$ cat src/design/boot_pkg.sv
package boot_pkg;

  // One instruction or data word as stored in the ICCM
  typedef logic [31:0] word_t;

  // Upper half of a valid load header
  localparam logic [15:0] BOOT_MAGIC = 16'hB007;

  // Assembled word with two views
  // Header view splits it into magic and word count
  typedef union packed {
    word_t raw;
    struct packed {
      logic [15:0] magic;
      logic [15:0] count;
    } hdr;
  } load_word_u;

  // One received character from the serial line
  typedef struct packed {
    logic       valid;
    logic [7:0] data;
  } rx_beat_t;

  // Loader write strobe into the ICCM
  typedef struct packed {
    logic        we;
    logic [15:0] addr;
    word_t       data;
  } iccm_wr_t;

  typedef enum logic [1:0] {
    AXI_OKAY   = 2'b00,
    AXI_SLVERR = 2'b10
  } axi_resp_e;

  // AXI4-Lite read address channel
  typedef struct packed {
    logic        arvalid;
    logic [31:0] araddr;
  } axi_ar_t;

  // AXI4-Lite read data channel
  typedef struct packed {
    logic      rvalid;
    word_t     rdata;
    axi_resp_e rresp;
  } axi_r_t;

endpackage

$ cat src/design/uart_rx.sv
`timescale 1ns/1ps

module uart_rx #(
  parameter int CLKS_PER_BIT = 8
) (
  input  logic               clk_i,
  input  logic               rst_n_i,
  input  logic               rx_i,
  output boot_pkg::rx_beat_t beat_o
);

  localparam int CNT_W = $clog2(CLKS_PER_BIT + 1);
  // Start bit is checked half a bit period after the falling edge
  localparam logic [CNT_W-1:0] CNT_HALF = CNT_W'((CLKS_PER_BIT - 1) / 2);
  localparam logic [CNT_W-1:0] CNT_LAST = CNT_W'(CLKS_PER_BIT - 1);

  typedef enum logic [1:0] {
    RX_IDLE,
    RX_START,
    RX_DATA,
    RX_STOP
  } rx_state_e;

  rx_state_e        state_q;
  logic             sync1_q;
  logic             sync2_q;
  logic [CNT_W-1:0] cnt_q;
  logic [2:0]       bit_idx_q;
  logic [7:0]       shift_q;
  logic [7:0]       data_q;
  logic             valid_q;
  logic             bit_mid;

  assign bit_mid = (cnt_q == CNT_LAST);

  // Line idles high
  always_ff @(posedge clk_i) begin
    if (!rst_n_i) begin
      sync1_q <= 1'b1;
      sync2_q <= 1'b1;
    end else begin
      sync1_q <= rx_i;
      sync2_q <= sync1_q;
    end
  end

  always_ff @(posedge clk_i) begin
    if (!rst_n_i) begin
      state_q   <= RX_IDLE;
      cnt_q     <= '0;
      bit_idx_q <= '0;
      valid_q   <= 1'b0;
    end else begin
      valid_q <= 1'b0;
      case (state_q)
        RX_IDLE: begin
          cnt_q <= '0;
          if (!sync2_q) begin
            state_q <= RX_START;
          end
        end
        RX_START: begin
          if (cnt_q == CNT_HALF) begin
            cnt_q     <= '0;
            bit_idx_q <= '0;
            // High at mid start means a glitch
            state_q   <= sync2_q ? RX_IDLE : RX_DATA;
          end else begin
            cnt_q <= cnt_q + 1'b1;
          end
        end
        RX_DATA: begin
          if (bit_mid) begin
            cnt_q <= '0;
            if (bit_idx_q == 3'd7) begin
              state_q <= RX_STOP;
            end else begin
              bit_idx_q <= bit_idx_q + 3'd1;
            end
          end else begin
            cnt_q <= cnt_q + 1'b1;
          end
        end
        default: begin
          if (bit_mid) begin
            cnt_q   <= '0;
            state_q <= RX_IDLE;
            // Framing error drops the byte silently
            valid_q <= sync2_q;
          end else begin
            cnt_q <= cnt_q + 1'b1;
          end
        end
      endcase
    end
  end

  // LSB first on the wire
  always_ff @(posedge clk_i) begin
    if (state_q == RX_DATA && bit_mid) begin
      shift_q <= {sync2_q, shift_q[7:1]};
    end
    if (state_q == RX_STOP && bit_mid) begin
      data_q <= shift_q;
    end
  end

  assign beat_o.valid = valid_q;
  assign beat_o.data  = data_q;

endmodule

$ cat config.mk
export PLATFORM = sky130hd
export DESIGN_NAME = uart_rx
export DESIGN_NICKNAME = d
export VERILOG_FILES = /design/src/design/boot_pkg.sv /design/src/design/uart_rx.sv
export SDC_FILE = /design/constraint.sdc
export NUM_CORES = 1
export LEC_CHECK = 0
export BUFFER_PORTS_ARGS = -buffer_cell sky130_fd_sc_hd__buf_2
export CAP_MARGIN = 20
export CORE_ASPECT_RATIO = 2
export CORE_MARGIN = 5
export CORE_UTILIZATION = 40
export CTS_BUF_LIST = sky130_fd_sc_hd__clkbuf_4
export DETAILED_ROUTE_END_ITERATION = 12
export PLACE_DENSITY_LB_ADDON = 0.2
export SETUP_SLACK_MARGIN = 0.5
export SYNTH_ARGS = -nofsm -noshare
export SYNTH_HDL_FRONTEND = slang
export SYNTH_SLANG_ARGS = --single-unit
$ cat constraint.sdc
create_clock -name clk_i -period 1.6 [get_ports clk_i]
set_clock_uncertainty 0.05 [all_clocks]
set_input_delay 0.32 -clock clk_i [delete_from_list [all_inputs] [get_ports clk_i]]
set_output_delay 0.32 -clock clk_i [all_outputs]
set_load 0.1 [all_outputs]
==> key figures <==
Status
  – Status: finished, final reports clean

Worst setup path
  – Worst EP arrival: 1.63 ns
  – CP max stage delay: between 0.3 and 0.4 ns
  – Worst EP required: between 1.5 and 2 ns
  – CP Max Fanout: 4
  – Slowest CP cell: dfxtp_2
  – Crit path launch type: register
  – Critical path endpoint category: register
  – Worst-path cell chain: buf_6 > ha_4 > buf_4 > a22oi_2 > and3_4 > o32ai_2
  – Setup Crit Path Kind: reg -> reg

Synth
  – Main synth FF type: edfxtp_1
  – Syn Area/Cell: roughly 14 sq um
  – Synth cell count leaders: edfxtp_1, dfxtp_1, nor2_1, ha_1, inv_1
  – Count of state elements after synthesis: 28
  – Unique masters post-synth: 32
  – Area contributors post-synth: edfxtp_1, dfxtp_1, ha_1
  – Gate Count Post-Synth: 82
  – Net Count, Synth: 92
  – Share of the synthesized area in the top cell type: a little over two fifths
  – Post-Syn Area: 1140 sq um
  – Yosys top cell by area: edfxtp_1
  – Post-synth EDFFs: 16
  – Most frequent cell after synthesis: edfxtp_1
  – Sequential-to-total area share from yosys stat: between 60% and 70%
  – Yosys warns: 0
  – Post-synth ARST share: 0%

Global routing
  – Vias in the first global route: 763
  – Largest net degree at the start of global routing: 16
  – First-pass GRT wire length: around 3400 um
  – Total GRT Usage: 11.3%
  – Total gr overflow: 0
  – Grt met2 use: 19.9%
  – Initial antenna violation count: 0
  – Most used routing layer: met2
  – Met1 GRT Util: 11.9%
  – Met3 usage: between 1 and 1.5%

Drt
  – ANT nets after route: 0
  – DR pass1 iterations: 2
  – DR WL/cell: 15.4 um
  – Total Wirelength: 2050 um
  – Routed via count: around 700
  – 1st-iter DRT viols: 7
  – # DRC: 0
  – Vias per cell: 5.25

Floorplan
  – Overall die height: 85.4 um
  – Die area: 4070 sq um
  – Starting Density: between 40% and 50%
  – CORE AREA: 2740 sq um
  – I/O pins: 12
  – Die Wd: 47.7 um
  – FP Rows: 27

STA
  – Final Hold Viols: 0
  – Rel. slew slack: 82.3%
  – Max-slew violations: 0
  – Minimum clock period: 1.46 ns
  – Hold slack final: 0.124 ns
  – TNS Setup: 0 ns
  – Unrepaired setup endpoints after global routing: yes
  – Slew @ Worst Pin: 0.265 ns
  – Final worst-path cycle share: between 90 and 100%
  – # setup viols final: 0
  – Fmax: between 600 and 700 MHz

Clocking
  – Total CTS buffers: 3
  – CTS Sinks: 28
  – Clk slew on worst S/H paths: 0.14 ns
  – Root Driver: clkbuf_4
  – Worst skew pair latency: 0.31 ns
  – Clk buf depth: 2
  – CTS tree: built
  – H-Tree Depth: 1

Pwr
  – Total power: 1.44 mW
  – Lkg Pwr: 0.554 nW
  – VDD IR max: 707 uV
  – Pwr dens: 938 nW/um^2

Placed design
  – Placer Congestion: 0.782
  – Placed wire-length estimate: about 1400 um
  – Port Buffers: 11

Layout
  – NumNets Final: about 120
  – P&R area growth vs syn: 35.2%
  – Share of cells above drive strength 1: 54.8%
  – # diodes: 0

Run
  – MaxCap Viol Count: 0

Worst hold path
  – HP Class: in -> reg
[report_power, final]
part           leakage [nW]  internal (mW)  total, mW  switching [mW]
Combinational         0.293          0.186      0.350           0.163
Sequential            0.245          0.779      0.806          0.0270
Clock                0.0154         0.0912      0.285           0.194
Total                 0.554           1.06       1.44           0.385
[layout make-up]
cell class | count | area, sq um
Fill cell | 222 | 1200
Sequential cell | 28 | 736
Clock buffer | 3 | 22.5
Inverter | 4 | 22.5
Multi-Input combinational cell | 48 | 520
Tap cell | 29 | 36.3
Clock inverter | 1 | 3.75
Timing Repair Buffer | 20 | 195
[path summary, 6_finish.rpt]
path	from	end	slack (ns)	cells past startpoint
max	state_q[1]	state_q[1]	0.14	6
min	rx_i	sync1_q	0.12	2
max reg2reg	state_q[1]	state_q[1]	0.14	6
min reg2reg	sync1_q	sync2_q	0.39	1
[layout by cell type, fill, tap and decap left out, drive strengths merged, types with 2 or more instances in the layout]
cell    instances
nor2            9
a22oi           3
edfxtp         16
ha              7
and2            2
inv             4
dfxtp          12
nand2b          4
and3            2
clkbuf          3
nand2           2
nand3           2
buf            20
[cells by family (layout without fill, tap and decap cells)]
kind of cell | after synthesis | after routing | synth area share (%)
muxes | 1 | 1 | 0.881
adders and majority gates | 7 | 7 | 7.71
DFF | 28 | 28 | 63.4
AOI/OAI and AO/OA | 9 | 9 | 8.37
buffers and inverters | 6 | 28 | 2.97
xor gates and xnor gates | 2 | 2 | 1.54
and+or+nand+nor | 29 | 29 | 15.1
[metrics by stage]
step / cells / util [%] / setup WS (ns) / cell area (sq um)
finish: 133 / 56.2 / 0.137 / 1540
global route: 133 / 56.2 / 0.0499 / 1540
CTS: 131 / 54.6 / 0.161 / 1500
detailed placement: 120 / 47.1 / 0.155 / 1290
global placement: 120 / 47.1 / 0.161 / 1290
floorplan: 82 / - / 0.249 / 1220
[worst max-delay path: cells and delay by family (launching register included)]
| family | cells | cell delay (ns) |
|---|---|---|
| flip-flops | 1 | 0.36 |
| AO/OA/AOI/OAI | 2 | 0.30 |
| adder cells (fa/ha/maj) | 1 | 0.16 |
| AND/OR/NAND/NOR | 1 | 0.23 |
| buffers and inverters | 2 | 0.25 |
[registers in the layout, indices dropped and copies added (netlist names)]
| register | count |
|---|---|
| data_q | 8 |
| shift_q | 8 |
| cnt_q | 4 |
| bit_idx_q | 3 |
| state_q | 2 |
| sync1_q | 1 |
| sync2_q | 1 |
| valid_q | 1 |
[what timing repair did]
item | in CTS | in global routing
pin swaps | 9 | 10
endpoints found under the setup margin | 35 | 35
setup buffers | 7 | 2
gates resized for setup | 34 | 6
hold buffers | 0 | 0
[per-layer routing]
layer,up-vias,share of wire (%)
li1,338,-
met1,339,35
met2,14,59
met3,7,3.3
met4,0,3.0
met5,-,0
(Power assumes the default switching activity.)
