$ cat src/design/boot_pkg.sv
package boot_pkg;

  // One instruction or data word as stored in the ICCM
  typedef logic [31:0] word_t;

  // Upper half of a valid load header
  localparam logic [15:0] BOOT_MAGIC = 16'hB007;

  // Assembled word with two views
  // Header view splits it into magic and word count
  typedef union packed {
    word_t raw;
    struct packed {
      logic [15:0] magic;
      logic [15:0] count;
    } hdr;
  } load_word_u;

  // One received character from the serial line
  typedef struct packed {
    logic       valid;
    logic [7:0] data;
  } rx_beat_t;

  // Loader write strobe into the ICCM
  typedef struct packed {
    logic        we;
    logic [15:0] addr;
    word_t       data;
  } iccm_wr_t;

  typedef enum logic [1:0] {
    AXI_OKAY   = 2'b00,
    AXI_SLVERR = 2'b10
  } axi_resp_e;

  // AXI4-Lite read address channel
  typedef struct packed {
    logic        arvalid;
    logic [31:0] araddr;
  } axi_ar_t;

  // AXI4-Lite read data channel
  typedef struct packed {
    logic      rvalid;
    word_t     rdata;
    axi_resp_e rresp;
  } axi_r_t;

endpackage

$ cat src/design/iccm_loader.sv
`timescale 1ns/1ps

module iccm_loader #(
  parameter int MEM_DEPTH_WORDS = 64
) (
  input  logic               clk_i,
  input  logic               rst_n_i,
  input  boot_pkg::rx_beat_t beat_i,
  output boot_pkg::iccm_wr_t wr_o,
  output logic               boot_done_o,
  output logic               load_err_o
);

  import boot_pkg::*;

  typedef enum logic [1:0] {
    LD_HDR,
    LD_PAYLOAD,
    LD_DONE
  } ld_state_e;

  ld_state_e   state_q;
  word_t       word_q;
  logic [1:0]  byte_cnt_q;
  logic [15:0] count_q;
  logic [15:0] addr_q;
  logic        wr_we_q;
  logic [15:0] wr_addr_q;
  word_t       wr_data_q;
  logic        done_q;
  logic        err_q;
  load_word_u  next_word;
  logic        take_byte;
  logic        word_end;
  logic        hdr_ok;

  // Bytes are dropped once the load is complete
  assign take_byte = beat_i.valid && (state_q != LD_DONE);
  assign word_end  = take_byte && (byte_cnt_q == 2'd3);

  // Little-endian so the newest byte lands in the top lane
  assign next_word.raw = {beat_i.data, word_q[31:8]};

  assign hdr_ok = (next_word.hdr.magic == BOOT_MAGIC) &&
                  (next_word.hdr.count != 16'd0) &&
                  (32'(next_word.hdr.count) <= MEM_DEPTH_WORDS);

  always_ff @(posedge clk_i) begin
    if (!rst_n_i) begin
      state_q    <= LD_HDR;
      byte_cnt_q <= '0;
      count_q    <= '0;
      addr_q     <= '0;
      wr_we_q    <= 1'b0;
      done_q     <= 1'b0;
      err_q      <= 1'b0;
    end else begin
      wr_we_q <= 1'b0;
      // Trails the last strobe by one cycle
      done_q  <= (state_q == LD_DONE);
      if (take_byte) begin
        byte_cnt_q <= byte_cnt_q + 2'd1;
      end
      if (word_end) begin
        case (state_q)
          LD_HDR: begin
            if (hdr_ok) begin
              count_q <= next_word.hdr.count;
              addr_q  <= '0;
              state_q <= LD_PAYLOAD;
            end else begin
              // Sticky, wait for another header
              err_q <= 1'b1;
            end
          end
          LD_PAYLOAD: begin
            wr_we_q <= 1'b1;
            addr_q  <= addr_q + 16'd1;
            if (addr_q + 16'd1 == count_q) begin
              state_q <= LD_DONE;
            end
          end
          default: begin
          end
        endcase
      end
    end
  end

  always_ff @(posedge clk_i) begin
    if (take_byte) begin
      word_q <= next_word.raw;
    end
    if (word_end) begin
      wr_addr_q <= addr_q;
      wr_data_q <= next_word.raw;
    end
  end

  assign wr_o.we   = wr_we_q;
  assign wr_o.addr = wr_addr_q;
  assign wr_o.data = wr_data_q;

  assign boot_done_o = done_q;
  assign load_err_o  = err_q;

endmodule

$ cat config.mk
export PLATFORM = sky130hd
export DESIGN_NAME = iccm_loader
export DESIGN_NICKNAME = d
export VERILOG_FILES = /design/src/design/boot_pkg.sv /design/src/design/iccm_loader.sv
export SDC_FILE = /design/constraint.sdc
export NUM_CORES = 1
export LEC_CHECK = 0
export ABC_AREA = 1
export BUFFER_PORTS_ARGS = -buffer_cell sky130_fd_sc_hd__buf_2
export CORE_MARGIN = 5
export CORE_UTILIZATION = 40
export CTS_BUF_LIST = sky130_fd_sc_hd__clkbuf_8 sky130_fd_sc_hd__clkbuf_16
export DETAILED_ROUTE_END_ITERATION = 16
export PLACE_DENSITY = 0.59
export SETUP_SLACK_MARGIN = 0.1
export SYNTH_ARGS = -nofsm -noshare
export SYNTH_HDL_FRONTEND = slang
export SYNTH_SLANG_ARGS = --single-unit
$ cat constraint.sdc
create_clock -name clk_i -period 4.6 [get_ports clk_i]
set_input_delay 0.46 -clock clk_i [delete_from_list [all_inputs] [get_ports clk_i]]
set_output_delay 0.46 -clock clk_i [all_outputs]
set_load 0.03 [all_outputs]
==> qor.yml, run 1 <==
cts_sinks: 111
finalMaxSlewViolations: 0
synth-xor-area-share_pct: 1.80
path_max_fanout: 21
synth_adder_area_share_pct: 0.553
cts-root-buf: "clkbuf_16"
r2r_slack_ns: 2.10
grtUsageTotal_pct: 14.9
cts_tree: "done"
stdcell_count: 647
rsz0062_at_grt: "false"
syn_nets: 453
synthCells: 440
rows: 38
yosysWarnings: 0
diodes: 0
post-cts-setup-buffer-count: 0
p_leak_nw: 2.01
finClkSkew_ns: 0.00699
synth_area_um2: 4530
setup_viol: 0
ir_drop_mv: 0.172
start_kind: "register"
async_flop_share_pct: 0
synth_edf_count: 72
initial_utilization_pct: 41.2
clk_pin_slew_ns: 0.07
place_congestion: 0.797
cts-htree-levels: 3
drc: 0
fin_crit_ns: 2.50
die-height_um: 116
synth_cell_type_count: 28
hold_end: "word_q[27]"
worst-endpoint-required_ns: 4.82
slew_headroom_pct: 32.5
firstDrtPassIters: 4
cts_made_buffers: 9
dieArea_um2: 13500
fin_total_pwr_mw: 1.92
grt_pass1_vias: 3186
place_inst: 632
path_class: "reg -> reg"
layout_commonest_cell: "edfxtp_1"
wl_per_cell_um: 14.7
synthToLayoutAreaGrowth_pct: 15.9
tns_ns: 0
worst-slew-pin-transition_ns: 1.01
hold_violations: 0
synth_compound_area_share_pct: 5.58
via_count: 3260
core_um2: 11000
r2r-end: "count_q[3]"
ios: 62
fin_crit_sh_pct: 54.4
dpl.hpwl_mm: 6.66
fmax_ghz: 0.400
final_cell_mix: "edfxtp_1, nand2_1, buf_2, nand3_1, inv_1"
p_per_area_nw_per_um2: 367
synth_mux_area_share_pct: 0
postCtsResizedCells: 0
synth_flop_cell: "edfxtp_1"
grt_max_degree: 34
drtAntennaViolNets: 0
wl_mm: 9.54
rr_startpoint: "state_q[0]"
nNetsFinal: 516
holdPathStages: 1
whs_ns: 0.318
viasPerCell: 5.04
hp-class: "in -> reg"
antenna_found_initial: 0
clk_latency_ns: 0.34
layout-drive-gt1-share_pct: 18.3
synth-seq-area-share_pct: 65.0
cp.arrival_ns: 2.73
cp-end-kind: "register"
synth-seq-cells: 111
rr_worst_depth: 11
status: "complete, no violations"
synthSimpleGateAreaFrac_pct: 21.2
min_from: "beat_i[3]"
cts_buffer_depth: 2
ctsHoldBuffers: 0
io_buffers: 61
dieWidth_um: 116
maxCapViolations: 0
globalRouteOverflowTotal: 0
drt-initial-drc-count: 162
grt_pass1_wl_mm: 15.7
synth_top_family_by_area: "simple AND/OR/NAND/NOR gates"
synth.avg_cell_area_um2: 10.3
## synthesized netlist by cell type (5+ instances only)
master    count  area (um^2)
clkbuf_1      5         18.8
nand4_1      13         81.3
nand2_1      71          267
nor2_1       43          161
o21ai_0      13         65.1
edfxtp_1     72         2160
dfxtp_1      39          781
inv_1        50          188
a21oi_1      36          180
nand3_1      52          260
nand2_2       5         31.3
nor3_1        8         40.0
## where the power goes
part	switching, mW	internal [mW]	total [mW]	leakage (nW)
Clock	0.346	0.425	0.771	0.146
Sequential	0.0128	1.08	1.09	0.962
Combinational	0.0449	0.0141	0.0590	0.901
Total	0.404	1.52	1.92	2.01
## final cells by class
| cell class | count | area, um^2 |
|---|---|---|
| clock buffers | 9 | 225 |
| clock inverters | 6 | 67.6 |
| fillers | 1006 | 5740 |
| inverters | 54 | 203 |
| multi-input cells | 265 | 1320 |
| flip-flops and latches | 111 | 2940 |
| well taps | 140 | 175 |
| repair buffers | 62 | 313 |
## registers in the layout, indices dropped and copies added, names as in the netlist
signal       cells
addr_q          16
wr_we_q          1
word_q          24
boot_done_o      1
count_q         16
wr_addr_q       16
wr_data_q       32
state_q          2
load_err_o       1
byte_cnt_q       2
## worst max-delay path: stages (launching register included)
cell and delay [ns]:
dfxtp_1 0.37, inv_2 0.07, nand2_1 0.10, nand2_2 0.09, nor2_4 0.50, inv_2 0.12, nor2_4 0.37, nand2_2 0.13
inv_2 0.11, nand3_4 0.21, o21ai_0 0.26, a21oi_1 0.06
## stage by stage
| step | util, % | worst slack [ns] | area, um^2 |
|---|---|---|---|
| after floorplan | - | 2.39 | 4530 |
| after global placement | 45.1 | 2.07 | 4950 |
| after detailed placement | 45.1 | 2.05 | 4950 |
| after CTS | 47.8 | 2.03 | 5250 |
| after global routing | 47.8 | 1.76 | 5250 |
| final | 47.8 | 2.10 | 5250 |
## kinds of logic (layout without fill, tap and decap cells)
group,after synthesis,in the layout
adders and majority gates,2,2
buffers and inverters,64,131
xor gates and xnor gates,6,6
DFF,111,111
AOI/OAI and AO/OA,50,50
and+or+nand+nor,207,207
## worst max path at each step
stage,start,to,slack [ns],depth (start not counted)
after global routing,state_q[0],state_q[0],1.76,14
after floorplan,state_q[0],count_q[10],2.39,12
after detailed placement,beat_i[8],state_q[0],2.05,13
final,state_q[0],count_q[3],2.10,11
after global placement,beat_i[8],state_q[0],2.07,13
after CTS,state_q[0],state_q[0],2.03,14
## routing by layer
metal,up-vias,track usage (%),part of all wire (%)
li1,1620,-,-
met1,1538,18.2,41
met2,89,25.9,51
met3,13,3.99,6.5
met4,0,4.64,1.5
met5,-,0,0
(Power assumes the default switching activity.)
==> run 2, diff against run 1 <==
ABC_AREA = 0   (was 1)
clock period = 2.52 ns   (was 4.6 ns; I/O delays follow)
==> qor.yml, run 2 <==
synth_area_leaders: "edfxtp_1, dfxtp_1, xnor2_1"
p_per_area_nw_per_um2: 573  # +56%
dr.max_layer_used: "met4"
grt_pass1_vias: 2826  # -11%
antenna_found_initial: 0  # unchanged
met2_length_mm: 4.42  # -8.6%
yosysTopAreaCell: "edfxtp_1"
rsz0062_at_grt: "true"
comb_power_share_pct: 2.5  # -0.6 points
path_class: "reg -> reg"
layout_commonest_cell: "edfxtp_1"
clk_pin_slew_ns: 0.11  # +0.04 ns
synth-seq-cells: 111  # unchanged
cp-end-kind: "register"
ctsHoldBuffers: 0  # unchanged
largest_reg_flops: 32  # unchanged
reg_top3: "wr_data_q x32, word_q x24"
synthToLayoutAreaGrowth_pct: 20.0
ios: 62  # unchanged
ir_drop_mv: 0.260  # +51%
synth-seq-area-share_pct: 66.2  # +1.2 points
cts_buffer_depth: 2  # unchanged
cts_tree: "done"
synthCells: 349  # -21%
intPower_mw: 2.38  # +57%
setup_viol: 0  # unchanged
grtUsageTotal_pct: 14.5  # -0.40 points
drtAntennaViolNets: 0  # unchanged
place_congestion: 0.855  # +7.2%
cts_sinks: 111  # unchanged
synth.avg_cell_area_um2: 12.7  # +24%
io_buffers: 61  # unchanged
layout-drive-gt1-share_pct: 28.6  # +10 points
slew_headroom_pct: 65.9  # +33 points
via_count: 2969  # -8.9%
globalRouteOverflowTotal: 0  # unchanged
fin_crit_sh_pct: 93.2  # +39 points
stdcell_area_um2: 5330  # +1.6%
route.met3.wl_um: 434  # -30%
worst-endpoint-required_ns: 2.79  # -2.03 ns
viasPerCell: 5.12  # +1.6%
wl_per_cell_um: 16.0  # +8.7%
initial_utilization_pct: 41.0  # -0.22 points
final_util_pct: 49.2  # +1.4 points
start_kind: "register"
p_seq_share_pct: 65.0  # +8.1 points
synth_top_area_share_pct: 48.7  # +0.89 points
fmax_ghz: 0.426  # +6.5%
maxCapViolations: 0  # unchanged
fin_crit_ns: 2.35  # -0.154 ns
dieArea_um2: 13300  # -1.7%
cts-htree-levels: 3  # unchanged
finClkSkew_ns: 0.0156  # +0.00865 ns
status: "complete, no violations"
tns_ns: 0  # unchanged
clk_latency_ns: 0.38  # +0.04 ns
drc: 0  # unchanged
async_flop_share_pct: 0  # unchanged
synth_edf_count: 72  # unchanged
netSwitchingPower_mw: 0.669  # +66%
p_leak_nw: 2.02  # +0.69%
nNetsFinal: 448  # -13%
wl_mm: 9.30  # -2.5%
synth_area_um2: 4440  # -1.8%
yosys-top-cells-count: "edfxtp_1, dfxtp_1, nand2_1"
yosysMostFrequentCell: "edfxtp_1"
core_um2: 10800  # -1.3%
dpl.hpwl_mm: 6.43  # -3.5%
synth_flop_cell: "edfxtp_1"
grt_max_degree: 36  # +5.9%
top_register: "wr_data_q"
switching_share_pct: 21.9  # +0.92 points
drt-initial-drc-count: 137  # -15%
final_cell_mix: "edfxtp_1, buf_2, dfxtp_1, buf_4, nand2_1"
finalMaxSlewViolations: 0  # unchanged
rows: 38  # unchanged
place_area_um2: 5050  # +1.9%
path_max_fanout: 8  # -62%
synth_cell_type_count: 57  # +100%
cts_made_buffers: 9  # unchanged
die-height_um: 115  # -0.84%
cp.arrival_ns: 2.62  # -0.11 ns
hold_violations: 0  # unchanged
yosysWarnings: 0  # unchanged
worst-slew-pin-transition_ns: 0.510  # -0.502 ns
firstDrtPassIters: 4  # unchanged
diodes: 0  # unchanged
grt_pass1_wl_mm: 15.0  # -4.4%
hp-class: "in -> reg"
p_clk_share_pct: 32.5  # -7.6 points
dieWidth_um: 115  # -0.84%
wl_met1_mm: 4.32  # +9.7%
syn_nets: 362  # -20%
cts-root-buf: "clkbuf_8"
-- run 2: changes by cell type after synthesis, moves of 24 or more --
cell,change
a21oi_1,-24
inv_1,-43
nand2_1,-49
nand3_1,-43
nor2_1,-26
-- run 2: routing by layer --
metal  up-vias  track usage, %
met2        65            22.0
met3        10            3.32
met5         -               0
met1      1421            20.3
met4         0            5.95
li1       1473               -
-- run 2: cells by family after synthesis --
| kind of cell | synth area share [%] |
|---|---|
| AND/OR/NAND/NOR | 15.1 |
| XOR/XNOR | 3.75 |
| flip-flops | 66.2 |
| adder cells (fa/ha/maj) | 0.563 |
| AO/OA/AOI/OAI | 10.1 |
| buffers and inverters | 2.65 |
| multiplexers | 1.58 |
-- run 2: critical path: stages, from the launching register on --
cell	delay (ns)
edfxtp_1	0.43
or4_4	0.54
o31a_1	0.32
o41ai_4	0.35
buf_4	0.19
a21boi_4	0.10
o2bb2a_1	0.31
-- run 2: through the flow --
step | std cells | power [mW] | setup slack, ns | hold slack, ns
detailed placement | 559 | 2.10 | 0.161 | 0.454
global placement | 559 | 2.10 | 0.177 | 0.440
finish | 580 | 3.05 | 0.171 | 0.0725
global route | 580 | 3.19 | 0.0284 | 0.0455
floorplan | 349 | 2.06 | 0.235 | 0.351
CTS | 575 | 3.08 | 0.131 | 0.0513
-- run 2: timing repair --
action	in CTS	in global routing
hold endpoints to repair	0	0
buffers inserted	0	4
setup endpoints to repair	0	33
gates resized for setup	0	12
-- run 2: cell type report --
class	instances	area (um^2)
multi-input cells	214	1450
well taps	140	175
inverters	7	26.3
flip-flops and latches	111	2940
fillers	978	5510
clock inverters	6	42.5
clock buffers	10	138
repair buffers	92	554
-- run 2: path summary, 6_finish.rpt --
kind | from | endpoint | slack, ns | cells past startpoint
max | word_q[13] | addr_q[1] | 0.17 | 6
min reg2reg | load_err_o | load_err_o | 0.48 | 1
max reg2reg | word_q[13] | addr_q[1] | 0.17 | 6
min | beat_i[4] | wr_data_q[28] | 0.07 | 1
-- run 2: power by group through the flow --
| stage | logic, mW | registers, mW | clock network [mW] |
|---|---|---|---|
| floorplan | 0.0319 | 2.03 | 0 |
| global placement | 0.0702 | 2.03 | 0 |
| detailed placement | 0.0719 | 2.03 | 0 |
| CTS | 0.0722 | 1.99 | 1.02 |
| global route | 0.0846 | 1.99 | 1.11 |
| finish | 0.0771 | 1.99 | 0.991 |
==> run 3, diff against run 2 <==
--- a/config.mk
+++ b/config.mk
@@ -9,2 +9,3 @@
 export BUFFER_PORTS_ARGS = -buffer_cell sky130_fd_sc_hd__buf_2
+export CORE_ASPECT_RATIO = 1.1
 export CORE_MARGIN = 5
==> constraint.sdc (replaced) <==
create_clock -name clk_i -period 2.52 [get_ports clk_i]
set_input_delay 0.378 -clock clk_i [delete_from_list [all_inputs] [get_ports clk_i]]
set_output_delay 0.378 -clock clk_i [all_outputs]
set_load 0.03 [all_outputs]
==> qor.yml, run 3 (synthesis gave the netlist of run 2 again) <==
fin_total_pwr_mw: 3.48  # +14%
grtUsageTotal_pct: 14.4  # -0.15 points
finalMaxSlewViolations: 0  # unchanged
drt-initial-drc-count: 226  # +65%
p_per_area_nw_per_um2: 634  # +11%
drtAntennaViolNets: 0  # unchanged
cts_made_buffers: 9  # unchanged
largest_reg_flops: 32  # unchanged
via_count: 3028  # +2.0%
antenna_found_initial: 0  # unchanged
cts_sinks: 111  # unchanged
reg_top3: "wr_data_q x32, word_q x24"
cp.arrival_ns: 2.61  # about the same
place_congestion: 0.865  # +1.2%
ctsHoldBuffers: 0  # unchanged
nNetsFinal: 451  # +0.67%
cts-htree-levels: 3  # unchanged
start_kind: "register"
globalRouteOverflowTotal: 0  # unchanged
top_register: "wr_data_q"
maxCapViolations: 0  # unchanged
grt_max_degree: 35  # -2.8%
synthToLayoutAreaGrowth_pct: 23.5
status: "complete, no violations"
io_buffers: 61  # unchanged
post-place-ws_ns: 0.149  # -0.0117 ns
grt_pass1_wl_mm: 15.2  # +1.5%
initial_utilization_pct: 40.7  # -0.26 points
worst_slack_ns: 0.151  # -0.0200 ns
dieWidth_um: 110  # -4.3%
worst-endpoint-required_ns: 2.76  # -0.03 ns
core_um2: 10900  # +0.65%
dieArea_um2: 13300  # about the same
hold_violations: 0  # unchanged
rsz0062_at_grt: "true"
layout-drive-gt1-share_pct: 30.5  # +1.8 points
stdcell_area_um2: 5490  # +2.9%
p_leak_nw: 2.08  # +2.9%
holdPathStages: 1  # unchanged
clk_latency_ns: 0.35  # -0.03 ns
diodes: 0  # unchanged
setup_viol: 0  # unchanged
fin_crit_ns: 2.37  # +0.0200 ns
tns_ns: 0  # unchanged
final_cell_mix: "edfxtp_1, buf_2, dfxtp_1, buf_4, nand2_1"
slew_headroom_pct: 65.2  # -0.68 points
firstDrtPassIters: 5  # +1
finClkSkew_ns: 0.00804  # -0.00760 ns
wl_mm: 9.73  # +4.6%
rows: 40  # +5.3%
wl_per_cell_um: 16.5  # +2.8%
grt_pass1_vias: 3003  # +6.3%
clk_pin_slew_ns: 0.08  # -0.03 ns
hp-class: "in -> reg"
final_util_pct: 50.3  # +1.1 points
worst-slew-pin-transition_ns: 0.515  # +0.00557 ns
cts-root-buf: "clkbuf_16"
place_area_um2: 5090  # +0.77%
cts_buffer_depth: 2  # unchanged
path_class: "reg -> reg"
die-height_um: 121  # +4.5%
rr_worst_depth: 6  # unchanged
fmax_ghz: 0.422  # -0.84%
cp-end-kind: "register"
cts_tree: "done"
dpl.hpwl_mm: 6.67  # +3.9%
drc: 0  # unchanged
path_max_fanout: 8  # unchanged
viasPerCell: 5.13  # +0.26%
ios: 62  # unchanged
fin_crit_sh_pct: 94.0  # +0.79 points
layout_commonest_cell: "edfxtp_1"
ir_drop_mv: 0.403  # +55%
==> run 3: per-layer routing <==
layer | track usage, % | share of wire, % | vias up
li1 | - | - | 1483
met1 | 16.9 | 43 | 1422
met2 | 23.7 | 48 | 104
met3 | 4.90 | 7.3 | 19
met4 | 6.85 | 2.1 | 0
met5 | 0 | 0 | -
==> run 3: worst paths after layout <==
| check | startpoint | end | slack [ns] |
|---|---|---|---|
| worst max-delay path | word_q[13] | addr_q[1] | 0.15 |
| worst min-delay path | beat_i[2] | wr_data_q[26] | 0.22 |
| worst max register to register | word_q[13] | addr_q[1] | 0.15 |
| worst min register to register | word_q[15] | wr_data_q[7] | 0.46 |
==> run 3: worst max-delay path, cell delays in order, from the launching register on <==
cell and delay [ns]:
edfxtp_1 0.40, or4_4 0.55, o31a_1 0.35, o41ai_4 0.40
a21boi_2 0.13, buf_6 0.16, o2bb2a_2 0.25
==> run 3: metrics by stage <==
stage / hold WS (ns) / std cells
finish: 0.225 / 590
detailed placement: 0.447 / 570
CTS: 0.212 / 586
global route: 0.217 / 590
floorplan: 0.403 / 349
global placement: 0.440 / 570
==> run 3: area by class of cell <==
cell class	count	area [um^2]
Fill cell	1014	5430
Timing Repair Buffer	96	592
Multi-Input combinational cell	213	1440
Clock inverter	7	71.3
Sequential cell	111	2940
Inverter	7	26.3
Tap cell	147	184
Clock buffer	9	225
==> run 3: power breakdown <==
group	switching [mW]	leakage [nW]	total, mW	internal, mW
clock	0.705	0.147	1.41	0.705
combinational	0.0510	0.920	0.0820	0.0310
sequential	0.0203	1.01	1.98	1.96
total	0.776	2.08	3.48	2.70
==> run 3: what timing repair did <==
action | CTS | global route
setup endpoints to repair | 0 | 18
gates resized for setup | 0 | 23
endpoints found under the hold margin | 0 | 0
setup buffers | 0 | 3
